## src/logic/cpu_pkg.sv

```systemverilog
package cpu_pkg;

  localparam int DATA_WIDTH = 8;

  typedef logic [DATA_WIDTH-1:0] word_t;

  typedef enum word_t {
    MOV, ADD, CMP, JMP, JC, JNC, JZ, JNZ, JS, JNS, NOP, HLT
  } opcode_t;

  typedef enum word_t {REG_A, ADDRESS_IMM, IMM, UNUSED} operand_t;

  typedef enum word_t {
    RESET_STAGE, FETCH_OPERATION, DECODE, FETCH_IMMEDIATE,
    EXECUTE, WRITE_REGISTER, WRITE_MEMORY, HALT
  } stage_t;

  // Bus phase, used by opcode fetch and memory write
  typedef enum word_t {IDL, BGN, END} phase_t;

  typedef enum logic [1:0] {MEMORY_STAY, MEMORY_READ, MEMORY_WRITE} mem_ctrl_t;

  localparam int FLAG_CARRY = 0;
  localparam int FLAG_ZERO  = 1;
  localparam int FLAG_SIGN  = 2;

  // Top two opcode bits
  localparam logic [1:0] GROUP_MOV   = 2'b00;
  localparam logic [1:0] GROUP_ADD   = 2'b01;
  localparam logic [1:0] GROUP_OTHER = 2'b11;

  // Operand field codes
  localparam logic [2:0] CODE_REG_A       = 3'b000;
  localparam logic [2:0] CODE_ADDRESS_IMM = 3'b010;
  localparam logic [2:0] CODE_IMM         = 3'b011;

  localparam word_t ENC_JMP = 8'b11_010_000;
  localparam word_t ENC_JC  = 8'b11_100_010;
  localparam word_t ENC_JNC = 8'b11_100_011;
  localparam word_t ENC_JZ  = 8'b11_100_100;
  localparam word_t ENC_JNZ = 8'b11_100_101;
  localparam word_t ENC_JS  = 8'b11_101_000;
  localparam word_t ENC_JNS = 8'b11_101_001;
  localparam word_t ENC_NOP = 8'b11_111_110;

endpackage

```

## src/logic/instruction_decoder.sv

```systemverilog
module instruction_decoder import cpu_pkg::*; (
  input  logic     CLOCK,
  input  logic     RESET,
  input  stage_t   stage,
  input  word_t    ope,
  output opcode_t  op,
  output operand_t src_kind,
  output operand_t dst_kind
);

  logic [1:0] group;
  operand_t   src_dec;
  operand_t   dst_dec;
  opcode_t    next_op;
  operand_t   next_src;
  operand_t   next_dst;

  function automatic operand_t code_kind(input logic [2:0] code);
    case (code)
      CODE_REG_A:       return REG_A;
      CODE_ADDRESS_IMM: return ADDRESS_IMM;
      CODE_IMM:         return IMM;
      default:          return UNUSED;
    endcase
  endfunction

  assign group   = ope[7:6];
  assign dst_dec = code_kind(ope[5:3]);
  assign src_dec = code_kind(ope[2:0]);

  always_comb begin
    next_op  = HLT;
    next_src = UNUSED;
    next_dst = UNUSED;
    if (group != GROUP_OTHER) begin
      // Destination is A or a memory byte, never an immediate
      if (src_dec != UNUSED && (dst_dec == REG_A || dst_dec == ADDRESS_IMM)) begin
        next_src = src_dec;
        next_dst = dst_dec;
        case (group)
          GROUP_MOV: next_op = MOV;
          GROUP_ADD: next_op = ADD;
          default:   next_op = CMP;
        endcase
      end
    end else begin
      case (ope)
        ENC_JMP: next_op = JMP;
        ENC_JC:  next_op = JC;
        ENC_JNC: next_op = JNC;
        ENC_JZ:  next_op = JZ;
        ENC_JNZ: next_op = JNZ;
        ENC_JS:  next_op = JS;
        ENC_JNS: next_op = JNS;
        ENC_NOP: next_op = NOP;
        default: next_op = HLT;
      endcase
      // Jumps carry a relative offset byte
      if (next_op != NOP && next_op != HLT) begin
        next_src = IMM;
      end
    end
  end

  always_ff @(posedge CLOCK) begin
    if (RESET) begin
      op       <= NOP;
      src_kind <= UNUSED;
      dst_kind <= UNUSED;
    end else if (stage == DECODE) begin
      op       <= next_op;
      src_kind <= next_src;
      dst_kind <= next_dst;
    end
  end

endmodule

```

## src/logic/instruction_fetch.sv

```systemverilog
module instruction_fetch import cpu_pkg::*; #(
  parameter word_t RESET_IP = '0
) (
  input  logic    CLOCK,
  input  logic    RESET,
  input  stage_t  stage,
  input  opcode_t op,
  input  word_t   imm,
  input  word_t   flags,
  input  word_t   read_bus,
  input  logic    operand_step,
  output word_t   ope,
  output word_t   ip,
  output logic    fetch_done
);

  phase_t phase;
  phase_t next_phase;
  logic   take_jump;
  word_t  next_ip;

  always_comb begin
    next_phase = IDL;
    if (stage == FETCH_OPERATION) begin
      case (phase)
        IDL:     next_phase = BGN;
        BGN:     next_phase = END;
        default: next_phase = IDL;
      endcase
    end
  end

  assign fetch_done = (stage == FETCH_OPERATION) && (phase == END);

  always_comb begin
    case (op)
      JMP:     take_jump = 1'b1;
      JC:      take_jump = flags[FLAG_CARRY];
      JNC:     take_jump = !flags[FLAG_CARRY];
      JZ:      take_jump = flags[FLAG_ZERO];
      JNZ:     take_jump = !flags[FLAG_ZERO];
      JS:      take_jump = flags[FLAG_SIGN];
      JNS:     take_jump = !flags[FLAG_SIGN];
      default: take_jump = 1'b0;
    endcase
  end

  always_comb begin
    next_ip = ip;
    // Halted program keeps its ip
    if (op != HLT) begin
      case (stage)
        FETCH_OPERATION: next_ip = (phase == END) ? ip + word_t'(1) : ip;
        FETCH_IMMEDIATE: next_ip = operand_step ? ip + word_t'(1) : ip;
        // ip already points past the offset byte here
        EXECUTE:         next_ip = take_jump ? ip + imm : ip;
        default:         next_ip = ip;
      endcase
    end
  end

  always_ff @(posedge CLOCK) begin
    if (RESET) begin
      phase <= IDL;
      ip    <= RESET_IP;
    end else begin
      phase <= next_phase;
      ip    <= next_ip;
    end
  end

  always_ff @(posedge CLOCK) begin
    if (stage == FETCH_OPERATION && phase == BGN) begin
      ope <= read_bus;
    end
  end

endmodule

```

## src/logic/operand_fetch.sv

```systemverilog
module operand_fetch import cpu_pkg::*; (
  input  logic     CLOCK,
  input  logic     RESET,
  input  stage_t   stage,
  input  operand_t src_kind,
  input  operand_t dst_kind,
  input  word_t    ip,
  input  word_t    read_bus,
  output word_t    imm,
  output word_t    mem_src,
  output word_t    mem_dst,
  output word_t    dst_addr,
  output word_t    read_addr,
  output logic     operand_step,
  output logic     operands_done
);

  // The idle cycle doubles as the wait for the first byte, which is always at ip
  typedef enum logic [3:0] {
    SEQ_IDLE, LOAD_NONE, LOAD_IMM, LOAD_SRC_ADDR, WAIT_SRC, LOAD_SRC,
    WAIT_DST_ADDR, LOAD_DST_ADDR, WAIT_DST, LOAD_DST
  } seq_t;

  seq_t  seq;
  seq_t  next_seq;
  seq_t  after_src;
  word_t src_addr;

  assign after_src = (dst_kind == ADDRESS_IMM) ? WAIT_DST_ADDR : SEQ_IDLE;

  always_comb begin
    next_seq = SEQ_IDLE;
    if (stage == FETCH_IMMEDIATE) begin
      case (seq)
        SEQ_IDLE: begin
          case (src_kind)
            IMM:         next_seq = LOAD_IMM;
            ADDRESS_IMM: next_seq = LOAD_SRC_ADDR;
            default:     next_seq = (dst_kind == ADDRESS_IMM) ? LOAD_DST_ADDR : LOAD_NONE;
          endcase
        end
        LOAD_IMM:      next_seq = after_src;
        LOAD_SRC_ADDR: next_seq = WAIT_SRC;
        WAIT_SRC:      next_seq = LOAD_SRC;
        LOAD_SRC:      next_seq = after_src;
        WAIT_DST_ADDR: next_seq = LOAD_DST_ADDR;
        LOAD_DST_ADDR: next_seq = WAIT_DST;
        WAIT_DST:      next_seq = LOAD_DST;
        default:       next_seq = SEQ_IDLE;
      endcase
    end
  end

  // Last load of the instruction
  assign operands_done = (stage == FETCH_IMMEDIATE) && (seq != SEQ_IDLE) &&
                         (next_seq == SEQ_IDLE);

  assign operand_step = (seq == LOAD_IMM) || (seq == LOAD_SRC_ADDR) ||
                        (seq == LOAD_DST_ADDR);

  always_comb begin
    case (seq)
      WAIT_SRC, LOAD_SRC: read_addr = src_addr;
      WAIT_DST, LOAD_DST: read_addr = dst_addr;
      default:            read_addr = ip;
    endcase
  end

  always_ff @(posedge CLOCK) begin
    if (RESET) begin
      seq <= SEQ_IDLE;
    end else begin
      seq <= next_seq;
    end
  end

  always_ff @(posedge CLOCK) begin
    case (seq)
      LOAD_IMM:      imm      <= read_bus;
      LOAD_SRC_ADDR: src_addr <= read_bus;
      LOAD_SRC:      mem_src  <= read_bus;
      LOAD_DST_ADDR: dst_addr <= read_bus;
      LOAD_DST:      mem_dst  <= read_bus;
      default:       ;
    endcase
  end

endmodule

```

## src/logic/execute_unit.sv

```systemverilog
module execute_unit import cpu_pkg::*; (
  input  logic     CLOCK,
  input  logic     RESET,
  input  stage_t   stage,
  input  opcode_t  op,
  input  operand_t src_kind,
  input  operand_t dst_kind,
  input  word_t    imm,
  input  word_t    mem_src,
  input  word_t    mem_dst,
  output word_t    result,
  output word_t    register_a,
  output word_t    flags
);

  word_t               src;
  word_t               orig_dst;
  word_t               neg_src;
  logic [DATA_WIDTH:0] alu_out;
  word_t               alu_flags;
  word_t               pending_flags;

  always_comb begin
    case (src_kind)
      REG_A:       src = register_a;
      ADDRESS_IMM: src = mem_src;
      IMM:         src = imm;
      default:     src = '0;
    endcase
  end

  assign orig_dst = (dst_kind == ADDRESS_IMM) ? mem_dst : register_a;
  assign neg_src  = ~src + word_t'(1);

  // Carry lands in the extra top bit
  always_comb begin
    case (op)
      ADD:     alu_out = {1'b0, orig_dst} + {1'b0, src};
      CMP:     alu_out = {1'b0, orig_dst} + {1'b0, neg_src};
      MOV:     alu_out = {1'b0, src};
      default: alu_out = {1'b0, orig_dst};
    endcase
  end

  always_comb begin
    alu_flags             = '0;
    alu_flags[FLAG_CARRY] = alu_out[DATA_WIDTH];
    alu_flags[FLAG_ZERO]  = (alu_out[DATA_WIDTH-1:0] == '0);
    alu_flags[FLAG_SIGN]  = alu_out[DATA_WIDTH-1];
  end

  always_ff @(posedge CLOCK) begin
    if (stage == EXECUTE) begin
      result        <= alu_out[DATA_WIDTH-1:0];
      pending_flags <= alu_flags;
    end
  end

  always_ff @(posedge CLOCK) begin
    if (RESET) begin
      register_a <= '0;
      flags      <= '0;
    end else if (stage == WRITE_REGISTER) begin
      if (dst_kind == REG_A && op != CMP) begin
        register_a <= result;
      end
      if (op == ADD || op == CMP) begin
        flags <= pending_flags;
      end
    end
  end

endmodule

```

## src/logic/cycle_controller.sv

```systemverilog
module cycle_controller import cpu_pkg::*; (
  input  logic      CLOCK,
  input  logic      RESET,
  input  opcode_t   op,
  input  operand_t  dst_kind,
  input  logic      fetch_done,
  input  logic      operands_done,
  input  word_t     ip,
  input  word_t     read_addr,
  input  word_t     dst_addr,
  input  word_t     result,
  output stage_t    stage,
  output word_t     addr_bus,
  output word_t     write_bus,
  output mem_ctrl_t ctrl_bus,
  output logic      halted
);

  stage_t next_stage;
  phase_t wr_phase;
  phase_t next_wr_phase;
  logic   store;

  // Only MOV and ADD write back to a memory destination
  assign store = (dst_kind == ADDRESS_IMM) && (op == MOV || op == ADD);

  always_comb begin
    case (stage)
      RESET_STAGE:     next_stage = FETCH_OPERATION;
      FETCH_OPERATION: next_stage = fetch_done ? DECODE : FETCH_OPERATION;
      DECODE:          next_stage = FETCH_IMMEDIATE;
      FETCH_IMMEDIATE: next_stage = operands_done ? EXECUTE : FETCH_IMMEDIATE;
      EXECUTE:         next_stage = (op == HLT) ? HALT : WRITE_REGISTER;
      WRITE_REGISTER:  next_stage = store ? WRITE_MEMORY : FETCH_OPERATION;
      WRITE_MEMORY:    next_stage = (wr_phase == END) ? FETCH_OPERATION : WRITE_MEMORY;
      default:         next_stage = HALT;
    endcase
  end

  always_comb begin
    next_wr_phase = IDL;
    if (stage == WRITE_MEMORY) begin
      case (wr_phase)
        IDL:     next_wr_phase = BGN;
        BGN:     next_wr_phase = END;
        default: next_wr_phase = IDL;
      endcase
    end
  end

  always_ff @(posedge CLOCK) begin
    if (RESET) begin
      stage    <= RESET_STAGE;
      wr_phase <= IDL;
    end else begin
      stage    <= next_stage;
      wr_phase <= next_wr_phase;
    end
  end

  always_comb begin
    case (stage)
      FETCH_OPERATION: addr_bus = ip;
      FETCH_IMMEDIATE: addr_bus = read_addr;
      WRITE_MEMORY:    addr_bus = dst_addr;
      default:         addr_bus = '0;
    endcase
  end

  always_comb begin
    case (stage)
      FETCH_OPERATION, FETCH_IMMEDIATE: ctrl_bus = MEMORY_READ;
      WRITE_MEMORY: ctrl_bus = (wr_phase == IDL) ? MEMORY_STAY : MEMORY_WRITE;
      default:      ctrl_bus = MEMORY_STAY;
    endcase
  end

  assign write_bus = (stage == WRITE_MEMORY) ? result : '0;
  assign halted    = (stage == HALT);

endmodule

```

## src/logic/cpu.sv

```systemverilog
module cpu import cpu_pkg::*; #(
  parameter word_t RESET_IP = '0
) (
  input  logic      CLOCK,
  input  logic      RESET,
  input  word_t     read_bus,
  output word_t     addr_bus,
  output word_t     write_bus,
  output word_t     OUT,
  output mem_ctrl_t ctrl_bus,
  output logic      halted
);

  stage_t   stage;
  opcode_t  op;
  operand_t src_kind;
  operand_t dst_kind;
  word_t    ope;
  word_t    ip;
  logic     fetch_done;
  word_t    imm;
  word_t    mem_src;
  word_t    mem_dst;
  word_t    dst_addr;
  word_t    read_addr;
  logic     operand_step;
  logic     operands_done;
  word_t    result;
  word_t    flags;

  instruction_decoder instruction_decoder0 (.*);

  instruction_fetch #(.RESET_IP(RESET_IP)) instruction_fetch0 (.*);

  operand_fetch operand_fetch0 (.*);

  // A is shown directly on OUT
  execute_unit execute_unit0 (.*, .register_a(OUT));

  cycle_controller cycle_controller0 (.*);

endmodule

```

## config.mk

```make
export PLATFORM = sky130hd
export DESIGN_NAME = cpu
export DESIGN_NICKNAME = d
export VERILOG_FILES = /design/src/logic/cpu_pkg.sv /design/src/logic/instruction_decoder.sv /design/src/logic/instruction_fetch.sv /design/src/logic/operand_fetch.sv /design/src/logic/execute_unit.sv /design/src/logic/cycle_controller.sv /design/src/logic/cpu.sv
export SDC_FILE = /design/constraint.sdc
export NUM_CORES = 1
export LEC_CHECK = 0
export ABC_AREA = 1
export CELL_PAD_IN_SITES_DETAIL_PLACEMENT = 1
export CELL_PAD_IN_SITES_GLOBAL_PLACEMENT = 1
export CORE_UTILIZATION = 51
export CTS_CLUSTER_DIAMETER = 50
export DETAILED_ROUTE_END_ITERATION = 10
export DONT_BUFFER_PORTS = 1
export MAX_ROUTING_LAYER = met4
export PLACE_DENSITY_LB_ADDON = 0.12
export SKIP_LAST_GASP = 1
export SLEW_MARGIN = 20
export SYNTH_ARGS = -nofsm -noshare
export SYNTH_HDL_FRONTEND = slang
export SYNTH_SLANG_ARGS = --single-unit
export TNS_END_PERCENT = 30
```

## constraint.sdc

```tcl
create_clock -name CLOCK -period 8.65 [get_ports CLOCK]
set_input_delay 0.4325 -clock CLOCK [delete_from_list [all_inputs] [get_ports CLOCK]]
set_output_delay 0.4325 -clock CLOCK [all_outputs]
set_load 0.02 [all_outputs]
```

# After elaboration in Yosys (flattened, before gate mapping)
# Cells that the tools add are included.
# totals
register_bits,130
in_bits,10
output_inout_bits,27
# op_classes
n_addsub,5
eq_ne,55
n_mux,38
bitwise_logic,3
reduce_logical,40
# op_table
operator,count
8-bit 2-to-1 mux,10
8-bit one-hot mux with 3 select lines,3
"8-bit by 3-bit equality test with 1-bit output, second input constant",8
"8-bit equality test, second input constant",8
8-bit logical NOT,8
"8-bit by 2-bit equality test with 1-bit output, second input constant",7
8-bit one-hot mux with 7 select lines,1
"8-bit by 1-bit equality test with 1-bit output, second input constant",6
4-bit one-hot mux with 8 select lines,1
4-bit one-hot mux with 7 select lines,1
9-bit one-hot mux with 3 select lines,1
"8-bit by 4-bit equality test with 1-bit output, second input constant",3
"8-bit by 4-bit inequality test with 1-bit output, second input constant",3
8-bit by 8-bit adder with 9-bit output,2
"8-bit by 1-bit adder with 8-bit output, second input constant",2
"4-bit by 3-bit equality test with 1-bit output, second input constant",4
2-bit one-hot mux with 2 select lines,4
8-bit one-hot mux with 2 select lines,1
3-bit 2-to-1 mux,5
"3-bit by 2-bit equality test with 1-bit output, second input constant",4
2-bit one-hot mux with 3 select lines,2
2-bit OR reduction,6
2-bit 2-to-1 mux,5
"2-bit inequality test, second input constant",5
21 further kinds,41

# Longest topological paths before layout
# depth
ltp_word,9
depth_mapped,22

# Hierarchy
# Synthesis repeated with hierarchy kept, for this count alone.
# hier_totals
hier_cells,967
area_unflattened_um2,6782.8
# modules_own_cells
module,n_inst,cells_each,area_per_inst_um2
execute_unit,1,320,2089.5
operand_fetch,1,185,1891.8
instruction_fetch,1,205,1380.1
instruction_decoder,1,127,764.5
cycle_controller,1,130,656.9

# Worst setup path before layout
# Ideal clock, no wire load.
# synth_timing
path_type,register -> register
startpoint,register instruction_decoder0.src_kind[0]
endpoint,"register execute_unit0.pending_flags[1], data pin"
setup_time_ps,251
arrival_time_ps,2532
required_time_ps,8399
slack_ps,5867
path_stages_with_launch,17
synth_period_minus_slack_ps,2783
path_cell_list,dfxtp_1 > inv_1 > ha_1 > clkbuf_1 > nand2_1 > nand3_1 > nand2_1 > ha_1 > inv_1 > o21ai_0 > inv_1 > fa_1 > xor2_1 > o211ai_1 > nor2_1 > nand2_1 > nor2_1
# synth_via
elab_chain_len,7
elab_cells_between_ends,10
cone_classes,add/sub (3); eq/ne (2); mux (2); bitwise (1); reduce/logical (2)
# synth_lines
item,line_no,rtl
"start, declared",instruction_decoder.sv:7,"output operand_t src_kind,"
"start signal, assigned",instruction_decoder.sv:72,src_kind <= next_src;
"8-bit by 2-bit equality test with 1-bit output, or another cell as far along",execute_unit.sv:24,case (src_kind)
8-bit one-hot mux with 3 select lines *,execute_unit.sv:24,
8-bit NOT,execute_unit.sv:33,assign neg_src = ~src + word_t'(1);
8-bit by 1-bit adder with 8-bit output,execute_unit.sv:33,
8-bit by 8-bit adder with 9-bit output,execute_unit.sv:39,"CMP: alu_out = {1'b0, orig_dst} + {1'b0, neg_src};"
9-bit one-hot mux with 3 select lines *,execute_unit.sv:37,case (op)
via execute_unit0.alu_out[2],execute_unit.sv:19,logic [DATA_WIDTH:0] alu_out;
8-bit logical NOT *,execute_unit.sv:48,alu_flags[FLAG_ZERO] = (alu_out[DATA_WIDTH-1:0] == '0);
via execute_unit0.alu_flags[1],execute_unit.sv:20,word_t alu_flags;
"end signal, assigned",execute_unit.sv:55,pending_flags <= alu_flags;
"end, declared",execute_unit.sv:21,word_t pending_flags;
# The timed path passes the listed nets; every way through them passes the cells marked *.
# A chain may end at the register's enable or synchronous reset.

# Final worst setup path
# Same ends and word-level chain as after synthesis.

==> run_summary.xml <==
<?xml version="1.0" encoding="UTF-8"?>
<metrics>
  <group name="detailed_routing">
    <metric name="firstDrtPassIters" unit="">4</metric>
    <metric name="wire_per_inst" unit="um">19.4</metric>
    <metric name="drt_iter0_drc" unit="">259</metric>
    <metric name="drcViolationCount" unit="">0</metric>
    <metric name="postRouteWirelength" unit="mm">16.5</metric>
    <metric name="routed_via_density" unit="">5.72</metric>
    <metric name="routed-via-count" unit="">4856</metric>
    <metric name="ant_nets" unit="">0</metric>
  </group>
  <group name="yosys">
    <metric name="yosysTopAreaCell" unit="">sky130_fd_sc_hd__edfxtp_1</metric>
    <metric name="synth.net_count" unit="">745</metric>
    <metric name="post-synth-top-area-fraction" unit="">0.314</metric>
    <metric name="mappedNetlistArea" unit="um2">5550</metric>
    <metric name="post_synthesis_average_cell_area" unit="um2">7.80</metric>
    <metric name="sequential_cell_area_fraction_in_the_yosys_report" unit="">0.451</metric>
    <metric name="synth_flop_cell" unit="">sky130_fd_sc_hd__edfxtp_1</metric>
    <metric name="yosys.cell_types.count" unit="">43</metric>
    <metric name="yosysWarnings" unit="">0</metric>
    <metric name="synth_enable_flop_cells" unit="">58</metric>
    <metric name="synth.top_cells.by_area" unit="">sky130_fd_sc_hd__edfxtp_1 (31%), sky130_fd_sc_hd__dfxtp_1 (14%), sky130_fd_sc_hd__nand2_1 (11%), sky130_fd_sc_hd__inv_1 (7.7%), sky130_fd_sc_hd__nor2_1 (5.3%)</metric>
    <metric name="synth_async_sr_flop_share" unit="">0</metric>
    <metric name="postSynthCellCount" unit="">712</metric>
    <metric name="ys_seq_elements" unit="">96</metric>
  </group>
  <group name="cells_and_area">
    <metric name="antenna_cells_inserted" unit="">0</metric>
    <metric name="num-fill-cells" unit="">1334</metric>
    <metric name="net_count_final" unit="">741</metric>
    <metric name="finalInstanceArea" unit="um2">5880</metric>
    <metric name="flow.area_growth_from_synthesis" unit="%">5.97</metric>
    <metric name="drive_gt1_frac" unit="">0.0589</metric>
  </group>
  <group name="sta">
    <metric name="final-hold-violation-count" unit="">0</metric>
    <metric name="setup_viol" unit="">0</metric>
    <metric name="timing_worst_slew_pin_value" unit="ns">1.05</metric>
    <metric name="slew_violations" unit="">0</metric>
    <metric name="finClkSkew" unit="ns">0.0160</metric>
    <metric name="rsz0062_at_grt" unit="">no</metric>
    <metric name="layout_min_cycle_time" unit="ns">3.19</metric>
    <metric name="worst_slack" unit="ns">5.46</metric>
    <metric name="maxClockFrequency" unit="MHz">313</metric>
    <metric name="setup_tns" unit="ns">0</metric>
    <metric name="post_route_fraction_of_the_period_consumed_by_the_critical_path" unit="">0.369</metric>
    <metric name="max-slew-margin-rel" unit="">0.294</metric>
  </group>
  <group name="setup_path">
    <metric name="req_time_crit_path" unit="ns">8.91</metric>
    <metric name="cp_cell_sequence" unit="">inv_1 &gt; ha_1 &gt; nand2_1 &gt; nand3_1 &gt; nand2_1 &gt; ha_1 &gt; inv_1 &gt; o21ai_0 &gt; inv_1 &gt; fa_1 &gt; inv_1 &gt; nand3_1 &gt; nand3_1 &gt; nand2_1 &gt; nand3_1 &gt; nand2_1 &gt; nor2_1 &gt; nand2_1 &gt; nor2_1</metric>
    <metric name="worstSetupPathType" unit="">flop to flop</metric>
    <metric name="worst_path_max_delay_cell" unit="">sky130_fd_sc_hd__fa_1</metric>
    <metric name="data_arrival_time_of_the_critical_path" unit="ns">3.46</metric>
    <metric name="timing.critical_path.to_type" unit="">flop</metric>
    <metric name="critical-path-max-stage-delay" unit="ns">0.47</metric>
    <metric name="critPathBufInv" unit="">4</metric>
    <metric name="path_common_cell" unit="">sky130_fd_sc_hd__nand2_1</metric>
    <metric name="timing.critical_path.from_type" unit="">flop</metric>
    <metric name="worst_path_top_cell_family_by_delay" unit="">adder cells</metric>
    <metric name="critPathMaxFanout" unit="">8</metric>
  </group>
  <group name="power_and_ir_drop">
    <metric name="p_leak" unit="nW">2.67</metric>
    <metric name="pd_cells" unit="nW/um2">151</metric>
    <metric name="irDropWorstVdd" unit="uV">131</metric>
  </group>
  <group name="grt">
    <metric name="grt_pass1_wl" unit="mm">26.6</metric>
    <metric name="globalRoute.totalOverflow" unit="">0</metric>
    <metric name="globalRouteTotalUtil" unit="">0.325</metric>
    <metric name="largest_net_degree_at_the_start_of_global_routing" unit="">21</metric>
    <metric name="first_global_vias" unit="">5065</metric>
    <metric name="grt_antenna_before_repair" unit="">0</metric>
  </group>
  <group name="clocking">
    <metric name="cts_root_buffer" unit="">sky130_fd_sc_hd__clkbuf_8</metric>
    <metric name="cts_resized" unit="">0</metric>
    <metric name="cts_buffer_depth" unit="">2</metric>
    <metric name="cts.sink_count" unit="">96</metric>
    <metric name="post-cts-setup-buffer-count" unit="">0</metric>
    <metric name="cts_tree" unit="">done</metric>
    <metric name="cts-hold-fix-buffers" unit="">0</metric>
    <metric name="cts-buffers-inserted" unit="">9</metric>
    <metric name="clk_transition_reported_paths" unit="ns">0.10</metric>
    <metric name="insertion_delay" unit="ns">0.41</metric>
    <metric name="level_count_of_the_clock_h_tree" unit="">3</metric>
  </group>
  <group name="place">
    <metric name="finalWeightedCongestion" unit="">0.912</metric>
    <metric name="dpl_cell_area" unit="um2">5660</metric>
    <metric name="io_buffer_count" unit="">0</metric>
    <metric name="pre_cts_slack" unit="ns">5.50</metric>
    <metric name="dp.final_hpwl" unit="mm">12.4</metric>
  </group>
  <group name="run">
    <metric name="timing.max_cap.violations" unit="">0</metric>
  </group>
  <group name="floorplanning">
    <metric name="die_h" unit="um">106</metric>
    <metric name="ios" unit="">37</metric>
    <metric name="num_rows" unit="">37</metric>
    <metric name="die_width" unit="um">106</metric>
    <metric name="coreArea" unit="um2">10500</metric>
    <metric name="initial_utilization" unit="">0.531</metric>
    <metric name="die_area" unit="um2">11300</metric>
  </group>
  <group name="outcome">
    <metric name="outcome" unit="">completed</metric>
  </group>
  <group name="worst_hold_path">
    <metric name="worstHoldPathType" unit="">primary input to flop</metric>
  </group>
</metrics>
-- synth_stat cells, drive strengths merged, types with 7 or more instances --
| cell type | number |
|---|---|
| a21oi | 35 |
| buf | 8 |
| clkbuf | 8 |
| dfxtp | 38 |
| edfxtp | 58 |
| ha | 21 |
| inv | 122 |
| nand2 | 161 |
| nand3 | 59 |
| nand4 | 12 |
| nor2 | 82 |
| o211ai | 7 |
| o21ai | 56 |
| o221ai | 7 |
| xor2 | 12 |
-- final timing paths --
check	depth (start not counted)	start	slack, ns	end
worst min-delay path	1	RESET	0.09	instruction_decoder0.op[2]
worst max-delay path	19	instruction_decoder0.src_kind[0]	5.46	execute_unit0.pending_flags[1]
worst min register to register	1	instruction_fetch0.phase[0]	0.42	instruction_fetch0.phase[0]
worst max register to register	19	instruction_decoder0.src_kind[0]	5.46	execute_unit0.pending_flags[1]
-- where the power goes --
part,switching [mW],leakage (nW),total (mW),internal (mW)
sequential,0.00593,0.822,0.495,0.489
clock,0.175,0.111,0.347,0.172
combinational,0.0334,1.74,0.0477,0.0144
-- worst register-to-register path: cells and delay by family (launching register included) --
kind	cells	cell delay (ns)
adder cells (fa/ha/maj)	3	1.11
AND/OR/NAND/NOR	11	0.97
buffers and inverters	4	0.39
flip-flops	1	0.36
AO/OA/AOI/OAI	1	0.23
-- flip-flops by register name, summed over array words and instances (netlist names) --
name,count
instruction_decoder0.src_kind,2
instruction_decoder0.dst_kind,2
operand_fetch0.imm,8
cycle_controller0.stage,3
operand_fetch0.mem_dst,8
execute_unit0.result,8
execute_unit0.register_a,8
instruction_fetch0.ope,8
instruction_fetch0.phase,2
execute_unit0.flags,3
instruction_fetch0.ip,8
operand_fetch0.dst_addr,8
instruction_decoder0.op,4
operand_fetch0.seq,4
cycle_controller0.wr_phase,2
execute_unit0.pending_flags,2
operand_fetch0.mem_src,8
operand_fetch0.src_addr,8
-- metrics by stage --
| stage | power [mW] | util | instances | hold WS (ns) |
|---|---|---|---|---|
| final | 0.890 | 0.562 | 849 | 0.0878 |
| after global routing | 0.915 | 0.562 | 849 | 0.0812 |
| after CTS | 0.895 | 0.562 | 849 | 0.0719 |
| after detailed placement | 0.552 | 0.541 | 833 | 0.411 |
| after global placement | 0.549 | 0.541 | 833 | 0.405 |
| after floorplan | 0.540 | - | 712 | 0.400 |
-- metal layers --
layer | up-vias | wire length (um) | track usage
met5 | - | 0 | -
met4 | 0 | 400 | 0.127
met3 | 31 | 884 | 0.0656
met2 | 122 | 8120 | 0.532
met1 | 2372 | 7050 | 0.395
li1 | 2331 | - | -
-- cell usage in the layout (no fill, tap or decap), types with 2 or more instances in the layout --
cell type and instances:
sky130_fd_sc_hd__nand2_1 158, sky130_fd_sc_hd__inv_1 114, sky130_fd_sc_hd__nor2_1 78, sky130_fd_sc_hd__nand3_1 58, sky130_fd_sc_hd__edfxtp_1 58, sky130_fd_sc_hd__o21ai_0 50, sky130_fd_sc_hd__dfxtp_1 38, sky130_fd_sc_hd__a21oi_1 32
sky130_fd_sc_hd__ha_1 21, sky130_fd_sc_hd__xor2_1 12, sky130_fd_sc_hd__nand4_1 10, sky130_fd_sc_hd__clkbuf_8 10, sky130_fd_sc_hd__o211ai_1 7, sky130_fd_sc_hd__inv_2 7, sky130_fd_sc_hd__o221ai_1 7, sky130_fd_sc_hd__nor4_1 5
sky130_fd_sc_hd__o21ai_1 5, sky130_fd_sc_hd__nand3b_1 4, sky130_fd_sc_hd__nor3_1 3, sky130_fd_sc_hd__a21oi_2 3, sky130_fd_sc_hd__a31oi_1 2, sky130_fd_sc_hd__nand2_2 2, sky130_fd_sc_hd__nor2_2 2, sky130_fd_sc_hd__nor3_4 2
sky130_fd_sc_hd__nor2_4 2, sky130_fd_sc_hd__clkinv_1 2, sky130_fd_sc_hd__fa_1 2, sky130_fd_sc_hd__bufinv_16 2, sky130_fd_sc_hd__inv_6 2
-- layout make-up --
cell class | count | area (um2) | area share
multi-input cells | 477 | 2510 | 0.427
well taps | 136 | 170 | 0.0289
clock inverters | 6 | 88.8 | 0.0151
repair buffers | 1 | 7.51 | 0.00128
flip-flops and latches | 96 | 2500 | 0.425
inverters | 123 | 464 | 0.0789
clock buffers | 10 | 138 | 0.0234
-- cell families after synthesis --
group | count (synthesis) | synth area share
AOI/OAI and AO/OA | 110 | 0.112
DFF | 96 | 0.451
xor gates and xnor gates | 13 | 0.0205
and+or+nand+nor | 331 | 0.266
buffers and inverters | 139 | 0.0967
adders and majority gates | 23 | 0.0545
Note: power is estimated with default switching activity, not from simulation.
